--- src/zf_pkg.sv ---
`default_nettype none

package zf_pkg;

    // ------------------------------
    // data path widths
    // ------------------------------
    localparam int DATA_W     = 64;
    localparam int MEM_ADDR_W = 16;
    localparam int LEN_W      = 16;

    // register port, page in the top two address bits
    localparam int REG_ADDR_W = 10;
    localparam int REG_IDX_W  = 8;
    localparam int REG_DATA_W = 32;
    localparam int PAGE_W     = REG_ADDR_W - REG_IDX_W;

    localparam logic [PAGE_W-1:0] PAGE_S2H  = 2'd0;
    localparam logic [PAGE_W-1:0] PAGE_DEST = 2'd2;

    // ------------------------------
    // streams and command queues
    // ------------------------------
    localparam int STREAMS       = 4;
    localparam int STREAM_W      = 2;
    localparam int CMDFIFO_DEPTH = 4;
    localparam int PTR_W         = 2;
    localparam int CNT_W         = 3;
    localparam int DONE_CNT_W    = 8;

    // destination table, indexed from first word bits [19:16]
    localparam int DEST_IDX_W   = 4;
    localparam int DEST_IDX_LSB = 16;
    localparam int DEST_ENTRIES = 2 ** DEST_IDX_W;

    // register indices inside the arbiter page
    localparam logic [REG_IDX_W-1:0] REG_CMD0  = 8'd0;
    localparam logic [REG_IDX_W-1:0] REG_OCC0  = 8'd0;
    localparam logic [REG_IDX_W-1:0] REG_DONE0 = 8'd4;
    localparam logic [REG_IDX_W-1:0] REG_IRQ   = 8'd8;

    // writer FSM
    typedef enum logic [1:0] {
        IDLE   = 2'd0,
        ACTIVE = 2'd1,
        STATUS = 2'd2
    } wr_state_e;

endpackage

`default_nettype wire

--- src/zf_dest_lookup.sv ---
`default_nettype none

module zf_dest_lookup (
    input  wire                           clk,
    input  wire                           rst,

    // table programming
    input  wire                           i_set_stb,
    input  wire [zf_pkg::DEST_IDX_W-1:0]  i_set_idx,
    input  wire [zf_pkg::STREAM_W-1:0]    i_set_data,

    // stream in
    input  wire [zf_pkg::DATA_W-1:0]      i_tdata,
    input  wire                           i_tlast,
    input  wire                           i_tvalid,
    output logic                          o_tready,

    // stream out with its tag
    output logic [zf_pkg::DATA_W-1:0]     o_tdata,
    output logic                          o_tlast,
    output logic                          o_tvalid,
    input  wire                           i_tready,
    output logic [zf_pkg::STREAM_W-1:0]   o_tdest
);

    import zf_pkg::*;

    logic [STREAM_W-1:0]   dest_table [DEST_ENTRIES];
    logic                  first_beat;
    logic [STREAM_W-1:0]   dest_held;
    logic [DEST_IDX_W-1:0] lookup_idx;
    logic [STREAM_W-1:0]   lookup_dest;
    logic                  beat_xfer;

    // the stream itself passes straight through
    assign o_tdata   = i_tdata;
    assign o_tlast   = i_tlast;
    assign o_tvalid  = i_tvalid;
    assign o_tready  = i_tready;
    assign beat_xfer = i_tvalid && i_tready;

    assign lookup_idx  = i_tdata[DEST_IDX_LSB +: DEST_IDX_W];
    assign lookup_dest = dest_table[lookup_idx];

    // first beat reads the table, later beats use the held tag
    assign o_tdest = first_beat ? lookup_dest : dest_held;

    always_ff @(posedge clk) begin
        if (rst) begin
            for (int i = 0; i < DEST_ENTRIES; i++) begin
                dest_table[i] <= '0;
            end
        end else if (i_set_stb) begin
            dest_table[i_set_idx] <= i_set_data;
        end
    end

    // next beat starts a packet once tlast has gone through
    always_ff @(posedge clk) begin
        if (rst) begin
            first_beat <= 1'b1;
        end else if (beat_xfer) begin
            first_beat <= i_tlast;
        end
    end

    always_ff @(posedge clk) begin
        if (beat_xfer && first_beat) begin
            dest_held <= lookup_dest;
        end
    end

endmodule

`default_nettype wire

--- src/zf_cmd_arbiter.sv ---
`default_nettype none

module zf_cmd_arbiter (
    input  wire                            clk,
    input  wire                            rst,

    // register port, page already decoded
    input  wire                            i_set_stb,
    input  wire [zf_pkg::REG_IDX_W-1:0]    i_set_idx,
    input  wire [zf_pkg::REG_DATA_W-1:0]   i_set_data,
    input  wire                            i_rb_stb,
    input  wire [zf_pkg::REG_IDX_W-1:0]    i_rb_idx,
    output logic [zf_pkg::REG_DATA_W-1:0]  o_rb_data,

    // stream waiting at the writer
    input  wire                            i_stream_valid,
    input  wire [zf_pkg::STREAM_W-1:0]     i_stream_dest,

    // command to writer
    output logic                           o_cmd_valid,
    input  wire                            i_cmd_ready,
    output logic [zf_pkg::STREAM_W-1:0]    o_cmd_stream,
    output logic [zf_pkg::MEM_ADDR_W-1:0]  o_cmd_addr,
    output logic [zf_pkg::LEN_W-1:0]       o_cmd_len,

    // status from writer
    input  wire                            i_sts_valid,
    input  wire [zf_pkg::STREAM_W-1:0]     i_sts_stream,
    input  wire [zf_pkg::LEN_W-1:0]        i_sts_words,
    input  wire                            i_sts_trunc,

    output logic                           o_irq
);

    import zf_pkg::*;

    logic [MEM_ADDR_W-1:0] fifo_addr [STREAMS][CMDFIFO_DEPTH];
    logic [LEN_W-1:0]      fifo_len  [STREAMS][CMDFIFO_DEPTH];
    logic [PTR_W-1:0]      rd_ptr    [STREAMS];
    logic [PTR_W-1:0]      wr_ptr    [STREAMS];
    logic [CNT_W-1:0]      count     [STREAMS];
    logic [DONE_CNT_W-1:0] done_cnt  [STREAMS];
    logic [LEN_W-1:0]      last_words [STREAMS];
    logic [STREAMS-1:0]    last_trunc;
    logic [STREAMS-1:0]    pending;
    logic [STREAMS-1:0]    push;
    logic [STREAMS-1:0]    pop;
    logic [STREAMS-1:0]    sts_set;
    logic [STREAMS-1:0]    irq_clr;
    logic                  wr_busy;
    logic                  issue;
    logic                  cmd_xfer;
    logic [REG_DATA_W-1:0] rb_next;

    // ------------------------------
    // register decode
    // ------------------------------
    always_comb begin
        for (int s = 0; s < STREAMS; s++) begin
            // a push to a full queue is dropped
            push[s]    = i_set_stb && (i_set_idx == REG_CMD0 + REG_IDX_W'(s)) &&
                         (count[s] != CNT_W'(CMDFIFO_DEPTH));
            pop[s]     = cmd_xfer && (o_cmd_stream == STREAM_W'(s));
            sts_set[s] = i_sts_valid && (i_sts_stream == STREAM_W'(s));
        end
        irq_clr = (i_set_stb && (i_set_idx == REG_IRQ)) ? i_set_data[STREAMS-1:0] : '0;
    end

    // ------------------------------
    // per-stream command queues
    // ------------------------------
    always_ff @(posedge clk) begin
        for (int s = 0; s < STREAMS; s++) begin
            if (push[s]) begin
                fifo_addr[s][wr_ptr[s]] <= i_set_data[MEM_ADDR_W-1:0];
                fifo_len[s][wr_ptr[s]]  <= i_set_data[MEM_ADDR_W +: LEN_W];
            end
        end
    end

    always_ff @(posedge clk) begin
        if (rst) begin
            for (int s = 0; s < STREAMS; s++) begin
                rd_ptr[s] <= '0;
                wr_ptr[s] <= '0;
                count[s]  <= '0;
            end
        end else begin
            for (int s = 0; s < STREAMS; s++) begin
                if (push[s]) begin
                    wr_ptr[s] <= wr_ptr[s] + 1'b1;
                end
                if (pop[s]) begin
                    rd_ptr[s] <= rd_ptr[s] + 1'b1;
                end
                count[s] <= count[s] + CNT_W'(push[s]) - CNT_W'(pop[s]);
            end
        end
    end

    // ------------------------------
    // command issue
    // ------------------------------
    // one command in flight, only for the stream whose data is waiting
    assign issue    = !o_cmd_valid && !wr_busy && i_stream_valid &&
                      (count[i_stream_dest] != '0);
    assign cmd_xfer = o_cmd_valid && i_cmd_ready;

    always_ff @(posedge clk) begin
        if (rst) begin
            o_cmd_valid  <= 1'b0;
            o_cmd_stream <= '0;
            wr_busy      <= 1'b0;
        end else begin
            if (issue) begin
                o_cmd_valid  <= 1'b1;
                o_cmd_stream <= i_stream_dest;
            end else if (cmd_xfer) begin
                o_cmd_valid <= 1'b0;
            end
            // busy until the writer reports back
            if (cmd_xfer) begin
                wr_busy <= 1'b1;
            end else if (i_sts_valid) begin
                wr_busy <= 1'b0;
            end
        end
    end

    // head stays put until the pop
    assign o_cmd_addr = fifo_addr[o_cmd_stream][rd_ptr[o_cmd_stream]];
    assign o_cmd_len  = fifo_len[o_cmd_stream][rd_ptr[o_cmd_stream]];

    // ------------------------------
    // completion and interrupt
    // ------------------------------
    always_ff @(posedge clk) begin
        if (rst) begin
            for (int s = 0; s < STREAMS; s++) begin
                done_cnt[s]   <= '0;
                last_words[s] <= '0;
            end
            last_trunc <= '0;
            pending    <= '0;
        end else begin
            for (int s = 0; s < STREAMS; s++) begin
                if (sts_set[s]) begin
                    done_cnt[s]   <= done_cnt[s] + 1'b1;
                    last_words[s] <= i_sts_words;
                    last_trunc[s] <= i_sts_trunc;
                end
            end
            // a new completion wins over a clear in the same cycle
            pending <= (pending & ~irq_clr) | sts_set;
        end
    end

    assign o_irq = |pending;

    // readback
    always_comb begin
        rb_next = '0;
        for (int s = 0; s < STREAMS; s++) begin
            if (i_rb_idx == REG_OCC0 + REG_IDX_W'(s)) begin
                rb_next = REG_DATA_W'(count[s]);
            end
            if (i_rb_idx == REG_DONE0 + REG_IDX_W'(s)) begin
                rb_next = {7'd0, last_trunc[s], last_words[s], done_cnt[s]};
            end
        end
        if (i_rb_idx == REG_IRQ) begin
            rb_next = REG_DATA_W'(pending);
        end
    end

    always_ff @(posedge clk) begin
        if (rst) begin
            o_rb_data <= '0;
        end else if (i_rb_stb) begin
            o_rb_data <= rb_next;
        end
    end

endmodule

`default_nettype wire

--- src/zf_s2h_writer.sv ---
`default_nettype none

module zf_s2h_writer (
    input  wire                            clk,
    input  wire                            rst,

    // command in
    input  wire                            i_cmd_valid,
    output logic                           o_cmd_ready,
    input  wire [zf_pkg::STREAM_W-1:0]     i_cmd_stream,
    input  wire [zf_pkg::MEM_ADDR_W-1:0]   i_cmd_addr,
    input  wire [zf_pkg::LEN_W-1:0]        i_cmd_len,

    // stream in
    input  wire [zf_pkg::DATA_W-1:0]       i_tdata,
    input  wire                            i_tlast,
    input  wire                            i_tvalid,
    output logic                           o_tready,

    // buffer memory write port
    output logic                           o_mem_we,
    output logic [zf_pkg::MEM_ADDR_W-1:0]  o_mem_addr,
    output logic [zf_pkg::DATA_W-1:0]      o_mem_data,

    // status out
    output logic                           o_sts_valid,
    output logic [zf_pkg::STREAM_W-1:0]    o_sts_stream,
    output logic [zf_pkg::LEN_W-1:0]       o_sts_words,
    output logic                           o_sts_trunc
);

    import zf_pkg::*;

    wr_state_e             state;
    logic [STREAM_W-1:0]   stream_q;
    logic [MEM_ADDR_W-1:0] base_q;
    logic [LEN_W-1:0]      len_q;
    logic [LEN_W-1:0]      beat_idx;
    logic                  trunc_q;
    logic                  cmd_xfer;
    logic                  beat_xfer;
    logic                  in_range;

    // ready only between a command and its tlast
    assign o_cmd_ready = (state == IDLE);
    assign o_tready    = (state == ACTIVE);
    assign cmd_xfer    = i_cmd_valid && o_cmd_ready;
    assign beat_xfer   = i_tvalid && o_tready;
    assign in_range    = (beat_idx < len_q);

    // ------------------------------
    // FSM
    // ------------------------------
    always_ff @(posedge clk) begin
        if (rst) begin
            state <= IDLE;
        end else begin
            case (state)
                IDLE:    if (cmd_xfer) state <= ACTIVE;
                ACTIVE:  if (beat_xfer && i_tlast) state <= STATUS;
                STATUS:  state <= IDLE;
                default: state <= IDLE;
            endcase
        end
    end

    always_ff @(posedge clk) begin
        if (cmd_xfer) begin
            stream_q <= i_cmd_stream;
            base_q   <= i_cmd_addr;
            len_q    <= i_cmd_len;
        end
    end

    // beat index stops at the length, so it is also the word count
    always_ff @(posedge clk) begin
        if (rst) begin
            beat_idx <= '0;
            trunc_q  <= 1'b0;
        end else if (cmd_xfer) begin
            beat_idx <= '0;
            trunc_q  <= 1'b0;
        end else if (beat_xfer) begin
            if (in_range) begin
                beat_idx <= beat_idx + 1'b1;
            end else begin
                trunc_q <= 1'b1;
            end
        end
    end

    // ------------------------------
    // memory write, one cycle after the beat
    // ------------------------------
    always_ff @(posedge clk) begin
        if (rst) begin
            o_mem_we <= 1'b0;
        end else begin
            o_mem_we <= beat_xfer && in_range;
        end
    end

    always_ff @(posedge clk) begin
        if (beat_xfer) begin
            o_mem_addr <= base_q + MEM_ADDR_W'(beat_idx);
            o_mem_data <= i_tdata;
        end
    end

    // status pulse for the single STATUS cycle
    assign o_sts_valid  = (state == STATUS);
    assign o_sts_stream = stream_q;
    assign o_sts_words  = beat_idx;
    assign o_sts_trunc  = trunc_q;

endmodule

`default_nettype wire

--- src/zf_fifo_top.sv ---
`default_nettype none

module zf_fifo_top (
    input  wire                            clk,
    input  wire                            rst,

    // register port
    input  wire                            i_set_stb,
    input  wire [zf_pkg::REG_ADDR_W-1:0]   i_set_addr,
    input  wire [zf_pkg::REG_DATA_W-1:0]   i_set_data,
    input  wire                            i_rb_stb,
    input  wire [zf_pkg::REG_ADDR_W-1:0]   i_rb_addr,
    output logic [zf_pkg::REG_DATA_W-1:0]  o_rb_data,

    // stream to host
    input  wire [zf_pkg::DATA_W-1:0]       i_s2h_tdata,
    input  wire                            i_s2h_tlast,
    input  wire                            i_s2h_tvalid,
    output logic                           o_s2h_tready,

    // buffer memory
    output logic                           o_mem_we,
    output logic [zf_pkg::MEM_ADDR_W-1:0]  o_mem_addr,
    output logic [zf_pkg::DATA_W-1:0]      o_mem_data,

    output logic                           o_irq
);

    import zf_pkg::*;

    logic [PAGE_W-1:0]     set_page;
    logic [PAGE_W-1:0]     rb_page;
    logic [PAGE_W-1:0]     rb_page_q;
    logic [REG_DATA_W-1:0] rb_data_s2h;

    logic [DATA_W-1:0]     lk_tdata;
    logic                  lk_tlast;
    logic                  lk_tvalid;
    logic                  lk_tready;
    logic [STREAM_W-1:0]   lk_tdest;

    logic                  cmd_valid;
    logic                  cmd_ready;
    logic [STREAM_W-1:0]   cmd_stream;
    logic [MEM_ADDR_W-1:0] cmd_addr;
    logic [LEN_W-1:0]      cmd_len;

    logic                  sts_valid;
    logic [STREAM_W-1:0]   sts_stream;
    logic [LEN_W-1:0]      sts_words;
    logic                  sts_trunc;

    // ------------------------------
    // page decode and readback
    // ------------------------------
    assign set_page = i_set_addr[REG_ADDR_W-1:REG_IDX_W];
    assign rb_page  = i_rb_addr[REG_ADDR_W-1:REG_IDX_W];

    // page of the last read picks the source, unmapped pages read zero
    always_ff @(posedge clk) begin
        if (rst) begin
            rb_page_q <= PAGE_S2H;
        end else if (i_rb_stb) begin
            rb_page_q <= rb_page;
        end
    end

    assign o_rb_data = (rb_page_q == PAGE_S2H) ? rb_data_s2h : '0;

    zf_dest_lookup u_dest_lookup (
        .clk        (clk),
        .rst        (rst),
        .i_set_stb  (i_set_stb && (set_page == PAGE_DEST)),
        .i_set_idx  (i_set_addr[DEST_IDX_W-1:0]),
        .i_set_data (i_set_data[STREAM_W-1:0]),
        .i_tdata    (i_s2h_tdata),
        .i_tlast    (i_s2h_tlast),
        .i_tvalid   (i_s2h_tvalid),
        .o_tready   (o_s2h_tready),
        .o_tdata    (lk_tdata),
        .o_tlast    (lk_tlast),
        .o_tvalid   (lk_tvalid),
        .i_tready   (lk_tready),
        .o_tdest    (lk_tdest)
    );

    zf_cmd_arbiter u_cmd_arbiter (
        .clk            (clk),
        .rst            (rst),
        .i_set_stb      (i_set_stb && (set_page == PAGE_S2H)),
        .i_set_idx      (i_set_addr[REG_IDX_W-1:0]),
        .i_set_data     (i_set_data),
        .i_rb_stb       (i_rb_stb && (rb_page == PAGE_S2H)),
        .i_rb_idx       (i_rb_addr[REG_IDX_W-1:0]),
        .o_rb_data      (rb_data_s2h),
        .i_stream_valid (lk_tvalid),
        .i_stream_dest  (lk_tdest),
        .o_cmd_valid    (cmd_valid),
        .i_cmd_ready    (cmd_ready),
        .o_cmd_stream   (cmd_stream),
        .o_cmd_addr     (cmd_addr),
        .o_cmd_len      (cmd_len),
        .i_sts_valid    (sts_valid),
        .i_sts_stream   (sts_stream),
        .i_sts_words    (sts_words),
        .i_sts_trunc    (sts_trunc),
        .o_irq          (o_irq)
    );

    zf_s2h_writer u_s2h_writer (
        .clk          (clk),
        .rst          (rst),
        .i_cmd_valid  (cmd_valid),
        .o_cmd_ready  (cmd_ready),
        .i_cmd_stream (cmd_stream),
        .i_cmd_addr   (cmd_addr),
        .i_cmd_len    (cmd_len),
        .i_tdata      (lk_tdata),
        .i_tlast      (lk_tlast),
        .i_tvalid     (lk_tvalid),
        .o_tready     (lk_tready),
        .o_mem_we     (o_mem_we),
        .o_mem_addr   (o_mem_addr),
        .o_mem_data   (o_mem_data),
        .o_sts_valid  (sts_valid),
        .o_sts_stream (sts_stream),
        .o_sts_words  (sts_words),
        .o_sts_trunc  (sts_trunc)
    );

endmodule

`default_nettype wire

--- config.mk ---
export PLATFORM = sky130hd
export DESIGN_NAME = zf_fifo_top
export DESIGN_NICKNAME = d
export VERILOG_FILES = /design/src/zf_pkg.sv /design/src/zf_dest_lookup.sv /design/src/zf_cmd_arbiter.sv /design/src/zf_s2h_writer.sv /design/src/zf_fifo_top.sv
export SDC_FILE = /design/constraint.sdc
export NUM_CORES = 1
export LEC_CHECK = 0
export BUFFER_PORTS_ARGS = -buffer_cell sky130_fd_sc_hd__buf_2
export CAP_MARGIN = 20
export CORE_MARGIN = 1.5
export CORE_UTILIZATION = 35
export DETAILED_ROUTE_END_ITERATION = 16
export HOLD_SLACK_MARGIN = 0.02
export PLACE_DENSITY = 0.56
export SETUP_SLACK_MARGIN = 0.05
export SYNTH_ARGS = -nofsm -noshare
export SYNTH_HDL_FRONTEND = slang
export SYNTH_HIERARCHICAL = 1
export SYNTH_SLANG_ARGS = --single-unit
--- constraint.sdc ---
create_clock -name clk -period 5 [get_ports clk]
set_input_delay 0.5 -clock clk [delete_from_list [all_inputs] [get_ports clk]]
set_output_delay 0.5 -clock clk [all_outputs]
set_load 0.05 [all_outputs]
==> results of run 1 <==
-- tightest hold or removal path, stage by stage --
cell	delay, ns
buf_2	0.09
mux2i_1	0.06
nor2_1	0.08
-- area by class of cell --
cell class	count	share of cell area
Clock buffer	108	0.0563
Timing Repair Buffer	316	0.0485
Sequential cell	846	0.604
Multi-Input combinational cell	1200	0.231
Antenna cell	1	0.0000613
Tap cell	1298	0.0398
Inverter	59	0.00543
Clock inverter	53	0.0144
-- kinds of logic (layout without fill, tap and decap cells) --
logic type	Yosys count	after routing	synth area share
mux	306	306	0.0974
xor+xnor	53	53	0.0132
compound gates	269	269	0.0505
buf+inv	239	536	0.0363
other cells	1	8	0.000106
fa+ha+maj	64	64	0.0237
flops	846	846	0.699
simple gates	501	501	0.0800
-- layer usage --
| metal | GRT usage | up-vias | share of wire |
|---|---|---|---|
| li1 | - | 9148 | - |
| met1 | 0.219 | 10050 | 0.45 |
| met2 | 0.256 | 484 | 0.47 |
| met3 | 0.0330 | 98 | 0.058 |
| met4 | 0.0408 | 4 | 0.018 |
| met5 | 0 | - | 0.00031 |
-- worst max path at each step --
stage / end / slack (ns) / cells after the start
after detailed placement: u_cmd_arbiter/fifo_addr[1][21] / 1.51 / 5
after CTS: u_s2h_writer/base_q[7] / 1.88 / 5
after floorplan: u_cmd_arbiter/fifo_addr[3][0] / 2.22 / 4
final: u_s2h_writer/base_q[7] / 1.83 / 5
after global routing: u_s2h_writer/len_q[9] / 1.73 / 5
after global placement: u_cmd_arbiter/fifo_addr[1][6] / 1.54 / 5
-- through the flow --
stage | power [W] | hold slack (ns) | instance area (um^2)
floorplan | 0.00881 | 0.437 | 35300
global placement | 0.00920 | 0.461 | 37300
detailed placement | 0.00922 | 0.470 | 37300
CTS | 0.0158 | 0.0785 | 40800
global route | 0.0162 | 0.123 | 40800
finish | 0.0157 | 0.130 | 40800
-- placed cells by master, fill, tap and decap left out, types with 26 or more instances in the layout --
cell,synthesis,layout
dlygate4sd3_1,0,61
o22ai_1,132,132
buf_2,35,230
and2_1,99,82
ha_1,59,59
nor2_1,92,91
inv_1,59,59
clkbuf_16,0,89
xor2_1,26,26
and3_1,76,76
mux2i_1,276,274
dfxtp_1,74,74
or4_1,40,40
edfxtp_1,772,772
nand2_1,51,51
xnor2_1,27,27
nand3_1,34,33
a21oi_1,31,31
-- sequential cells by signal, summed over array words and instances, names as in the netlist, 16 cells and up, named ones only --
register / cells
u_cmd_arbiter/done_cnt: 32
u_cmd_arbiter/fifo_addr: 256
u_cmd_arbiter/fifo_len: 256
u_cmd_arbiter/last_words: 64
u_cmd_arbiter/o_rb_data: 25
u_dest_lookup/dest_table: 32
u_s2h_writer/base_q: 16
u_s2h_writer/len_q: 16
u_s2h_writer/o_mem_addr: 16
u_s2h_writer/o_mem_data: 64
u_s2h_writer/o_sts_words: 16
-- where the power goes --
group | switching (W) | internal (W)
clock | 0.00276 | 0.00381
sequential | 0.0000692 | 0.00785
combinational | 0.000774 | 0.000417
total | 0.00360 | 0.0121
==> metrics.md, run 1 <==
| Metric | Value |
|---|---|
| Hold Path Depth | 3 |
| Starting Density | 0.353 |
| Reg2Reg Setup Slack | 1.83 ns |
| Sequential share of the synthesized area | 0.699 |
| Initial antenna violation count | 6 |
| Area grow syn2layout | 15.6% |
| Reg2reg end | u_s2h_writer/base_q[7] |
| Layout Utilization | 0.408 |
| Total wire length | 82900 um |
| Leak | 15.5 nW |
| Num CTS Buffers | 87 |
| Pre-CTS WS | 1.51 ns |
| Total track usage | 0.159 |
| Avg Inst Size Synth | 15.5 um^2 |
| Setup Buffers After CTS | 0 |
| Area of the multi-input gates | 0.00944 mm^2 |
| RSZ-0062 raised after global routing | false |
| VDD IR-drop max | 0.000236 V |
| First-pass GRT wire length | 124000 um |
| Total number of vias | 19784 |
| Max-Cap Viols | 0 |
| Yosys warning count | 6 |
| Top cells by count, synth | edfxtp_1 (772), mux2i_1 (276), o22ai_1 (132), and2_1 (99), nor2_1 (92) |
| WHS Endpoint | rb_page_q[1] |
| Final setup fails | 0 |
| Bufs and invs on worst path | 1 |
| Synth top area share | 0.657 |
| Top cells by area, synth | edfxtp_1 (66%), mux2i_1 (7.8%), dfxtp_1 (4.2%) |
| Synthesized flop and latch total | 846 |
| H-Tree Depth | 3 |
| Slowest-stage cell, CP | or4_1 |
| Worst reg2reg path depth | 5 |
| Netlist Area Pre-Place | 0.0353 mm^2 |
| Via density per instance | 5.10 |
| Outcome | completed |
| Setup crit end kind | flop |
| DIE AREA | 0.103 mm^2 |
| Vias in the first global route | 20070 |
| Maximum clock rate | 316 MHz |
| Least-Margin Pin Slew | 1.05 ns |
| Crit-path max FO | 115 |
| CTS resizes | 0 |
| Slew headroom | 0.298 |
| Routed WL per cell | 21.4 um |
| WS Path Type | flop to flop |
| Clock transition at path regs | 0.06 ns |
| P per Cell Area | 384 mW/mm^2 |
| Clock Tree Buf Depth | 3 |
| Synth unique cells | 76 |
| Nets | 2696 |
| CP arrival | 3.54 ns |
| CTS tree | built |
| Final Max Tran Viols | 0 |
| HPWL Detailed | 53400 um |
| Post-Place Cells | 3656 |
| Core Region | 0.100 mm^2 |
| # clock sinks | 846 |
| Worst hold-check path type | input port to flop |
| Clk_skew | 0.0253 ns |
| Leading area contributor after synthesis | edfxtp_1 |
| Die height | 321 um |
| Top cell family by delay on the critical path | simple AND/OR/NAND/NOR gates |
| First-pass detailed-route iteration total | 5 |
| Fraction of layout cells with a size suffix above 1 | 0.177 |
| Post-layout min period | 3.17 ns |
| Final period utilization | 0.633 |
| Largest net degree at the start of global routing | 116 |
| Worst Min Path Start | i_rb_addr[9] |
| DIE WIDTH | 321 um |
| Final ANT Viol Nets | 0 |
| Setup Total Neg Slack | 0 ns |
| CP Cell Sequence | mux2i_4 > buf_12 > mux2i_1 > o22ai_1 > or4_1 |
| Crit path required time | 5.37 ns |
| Worst skew pair latency | 0.66 ns |
| Drt drc | 0 |
| Non-filler cells, final | 3881 |
| Top_reg_cell synth | edfxtp_1 |
| Fill count | 8982 |
| Asr flop ratio synth | 0 |
| CP max stage delay | 0.67 ns |
| CP startpoint kind | flop |
| Final WS setup | 1.83 ns |
| Gpl congestion | 0.861 |
| Root Driver | clkbuf_16 |
| Hold Fails Final Rpt | 0 |
| Register Area | 0.0247 mm^2 |
| Most common cell in the synthesized netlist | edfxtp_1 |
| Number of synthesized flops with an enable pin | 772 |
| GRT Residual Overflow | 0 |
| Detailed Route Iter0 Violations | 1670 |
| Syn Inst Count | 2279 |
| IO buf count | 229 |
| Hold_buf cts | 61 |
| Rows | 116 |
| IO Pins | 237 |
(Power assumes the default switching activity.)
==> inputs of run 2 (changes only) <==
Settings changed: PLACE_DENSITY 0.56 to 0.58.
Clock period 5 ns to 2.61 ns, I/O delays scaled along.
==> run 2 against run 1 <==
Net effect:
- clock power grew 87%
- maximum frequency up 28%
- critical path type unchanged
- flip-flop and latch count is the same
- sequential power rose by 92%
- power grew 91%
- highest routed layer unchanged
- register-to-register slack got worse by 1.7 ns
- via count rose by 4.7%
- largest cell class unchanged
- non-clock buffer count increased by 130
- clock skew up 0.015 ns
==> metrics.md, run 2 (synthesis results as in run 1) <==
| Metric | Value |
|---|---|
| Outcome | completed |
| Total wire length | 89200 um (+7.6%) |
| Hold Fails Final Rpt | 0 (unchanged) |
| Crit path required time | 3.01 ns (-2.36 ns) |
| VDD IR-drop max | 0.000534 V (+130%) |
| Most frequent cells in the layout | edfxtp_1 (772), mux2i_1 (274), buf_2 (229), o22ai_1 (132), dlygate4sd3_1 (101) |
| Top cell family by delay on the critical path | compound AO/OA/AOI/OAI gates |
| First-pass GRT wire length | 132000 um (+6.9%) |
| Final setup fails | 0 (unchanged) |
| Post-Place Cells | 3746 (+2.5%) |
| CP max stage delay | 0.50 ns (-0.17 ns) |
| Slowest-stage cell, CP | dfxtp_1 |
| Root Driver | clkbuf_16 |
| Final Max Tran Viols | 0 (unchanged) |
| HPWL Detailed | 54700 um (+2.4%) |
| Drt drc | 0 (unchanged) |
| Initial antenna violation count | 8 (+2) |
| Detailed Route Iter0 Violations | 1568 (-6.1%) |
| WS Path Type | flop to flop |
| Rows | 116 (unchanged) |
| Final period utilization | 0.945 (+0.312) |
| H-Tree Depth | 3 (unchanged) |
| Setup crit end kind | flop |
| Total track usage | 0.172 (+0.0130) |
| # clock sinks | 846 (unchanged) |
| Total number of vias | 20706 (+4.7%) |
| Crit-path max FO | 7 (-94%) |
| Gpl congestion | 0.802 (-6.9%) |
| Reg2reg start | u_s2h_writer/o_sts_words[8] |
| Area grow syn2layout | 20.7% |
| CP arrival | 2.87 ns (-0.67 ns) |
| Bufs and invs on worst path | 1 (unchanged) |
| First-pass detailed-route iteration total | 5 (unchanged) |
| Post-layout min period | 2.47 ns (-0.701 ns) |
| Least-Margin Pin Slew | 0.619 ns (-0.432 ns) |
| P per Cell Area | 701 mW/mm^2 (+83%) |
| IO Pins | 237 (unchanged) |
| Clock transition at path regs | 0.06 ns (about the same) |
| Via density per instance | 5.15 (+1.1%) |
| Non-filler cells, final | 4018 (+3.5%) |
| CTS tree | built |
| Maximum clock rate | 405 MHz (+28%) |
| Max-Cap Viols | 0 (unchanged) |
| DIE AREA | 0.103 mm^2 (unchanged) |
| Clock Tree Buf Depth | 3 (unchanged) |
| Setup Total Neg Slack | 0 ns (unchanged) |
| Slew headroom | 0.588 (+0.289) |
| Final ANT Viol Nets | 0 (unchanged) |
| Fraction of layout cells with a size suffix above 1 | 0.204 (+0.0272) |
| Commonest non-fill, non-tap cell in the layout | edfxtp_1 |
| Worst skew pair latency | 0.67 ns (about the same) |
| Largest net degree at the start of global routing | 86 (-26%) |
| Leak | 16.3 nW (+5.4%) |
| Routed WL per cell | 22.2 um (+3.9%) |
| CP startpoint kind | flop |
| DIE WIDTH | 321 um (unchanged) |
| Core Region | 0.100 mm^2 (unchanged) |
| Crit. Startpoint | u_s2h_writer/o_sts_words[8] |
| Starting Density | 0.353 (unchanged) |
| Num CTS Buffers | 90 (+3.4%) |
| Vias in the first global route | 21136 (+5.3%) |
| Clk_skew | 0.0402 ns (+0.0149 ns) |
| Die height | 321 um (unchanged) |
| IO buf count | 229 (unchanged) |
| Worst hold-check path type | input port to flop |
| GRT Residual Overflow | 0 (unchanged) |
| Worst Min Path Start | i_s2h_tdata[16] |
| RSZ-0062 raised after global routing | false |
| CP Cell Sequence | buf_4 > ha_1 > a21oi_1 > nor2_1 > a211oi_1 > o31a_1 > o21ai_1 > xnor2_1 |
| Nets | 2829 (+4.9%) |
-- run 2: cell type report --
cell class / count / area [um^2]
Fill cell: 8812 / 57400
Sequential cell: 846 / 24700
Multi-Input combinational cell: 1200 / 9460
Timing Repair Buffer: 446 / 3780
Clock buffer: 113 / 2400
Tap cell: 1298 / 1620
Clock inverter: 54 / 454
Inverter: 59 / 221
Antenna cell: 2 / 5.00
-- run 2: final timing paths --
check | end | slack [ns] | cells after the start
max | u_s2h_writer/o_mem_addr[15] | 0.14 | 8
min | u_s2h_writer/o_mem_data[16] | 0.11 | 2
max reg2reg | u_s2h_writer/o_mem_addr[15] | 0.14 | 8
min reg2reg | u_cmd_arbiter/last_trunc[2] | 0.47 | 2
-- run 2: worst reg2reg max path: stages (launching register included) --
cell and delay, ns:
dfxtp_1 0.50, buf_4 0.22, ha_1 0.31, a21oi_1 0.22, nor2_1 0.09, a211oi_1 0.31
o31a_1 0.29, o21ai_1 0.12, xnor2_1 0.15
-- run 2: metal layers --
| metal | up-vias | track usage | part of all wire |
|---|---|---|---|
| met5 | - | 0 | 0.00069 |
| met4 | 10 | 0.0569 | 0.026 |
| met1 | 10496 | 0.218 | 0.42 |
| met2 | 620 | 0.298 | 0.50 |
| li1 | 9427 | - | - |
| met3 | 153 | 0.0291 | 0.057 |
-- run 2: metrics by stage --
step           hold slack [ns]  instance area (um^2)  utilization  worst slack (ns)  power (W)
4_1_cts                 0.0581                 42600        0.426            0.0535     0.0302
2_1_floorplan            0.333                 35300            -            0.0700     0.0169
6_report                 0.114                 42600        0.426             0.144     0.0299
3_3_place_gp             0.438                 38700        0.387            -0.154     0.0177
5_1_grt                  0.105                 42600        0.426            0.0648     0.0309
3_5_place_dp             0.439                 38700        0.387           -0.0420     0.0177
-- run 2: where the power goes --
| group | internal [W] | total (W) | switching (W) |
|---|---|---|---|
| Clock | 0.00696 | 0.0123 | 0.00532 |
| Sequential | 0.0150 | 0.0152 | 0.000142 |
| Combinational | 0.000989 | 0.00244 | 0.00145 |
-- run 2: what timing repair did --
action                                  in CTS  in global routing
gates cloned                                 1                  0
endpoints found under the setup margin       3                 14
buffers inserted                             1                  0
hold endpoints to repair                   550                  0
gates resized for setup                      1                 10
hold buffers                               101                  0
pin swaps                                    0                  3
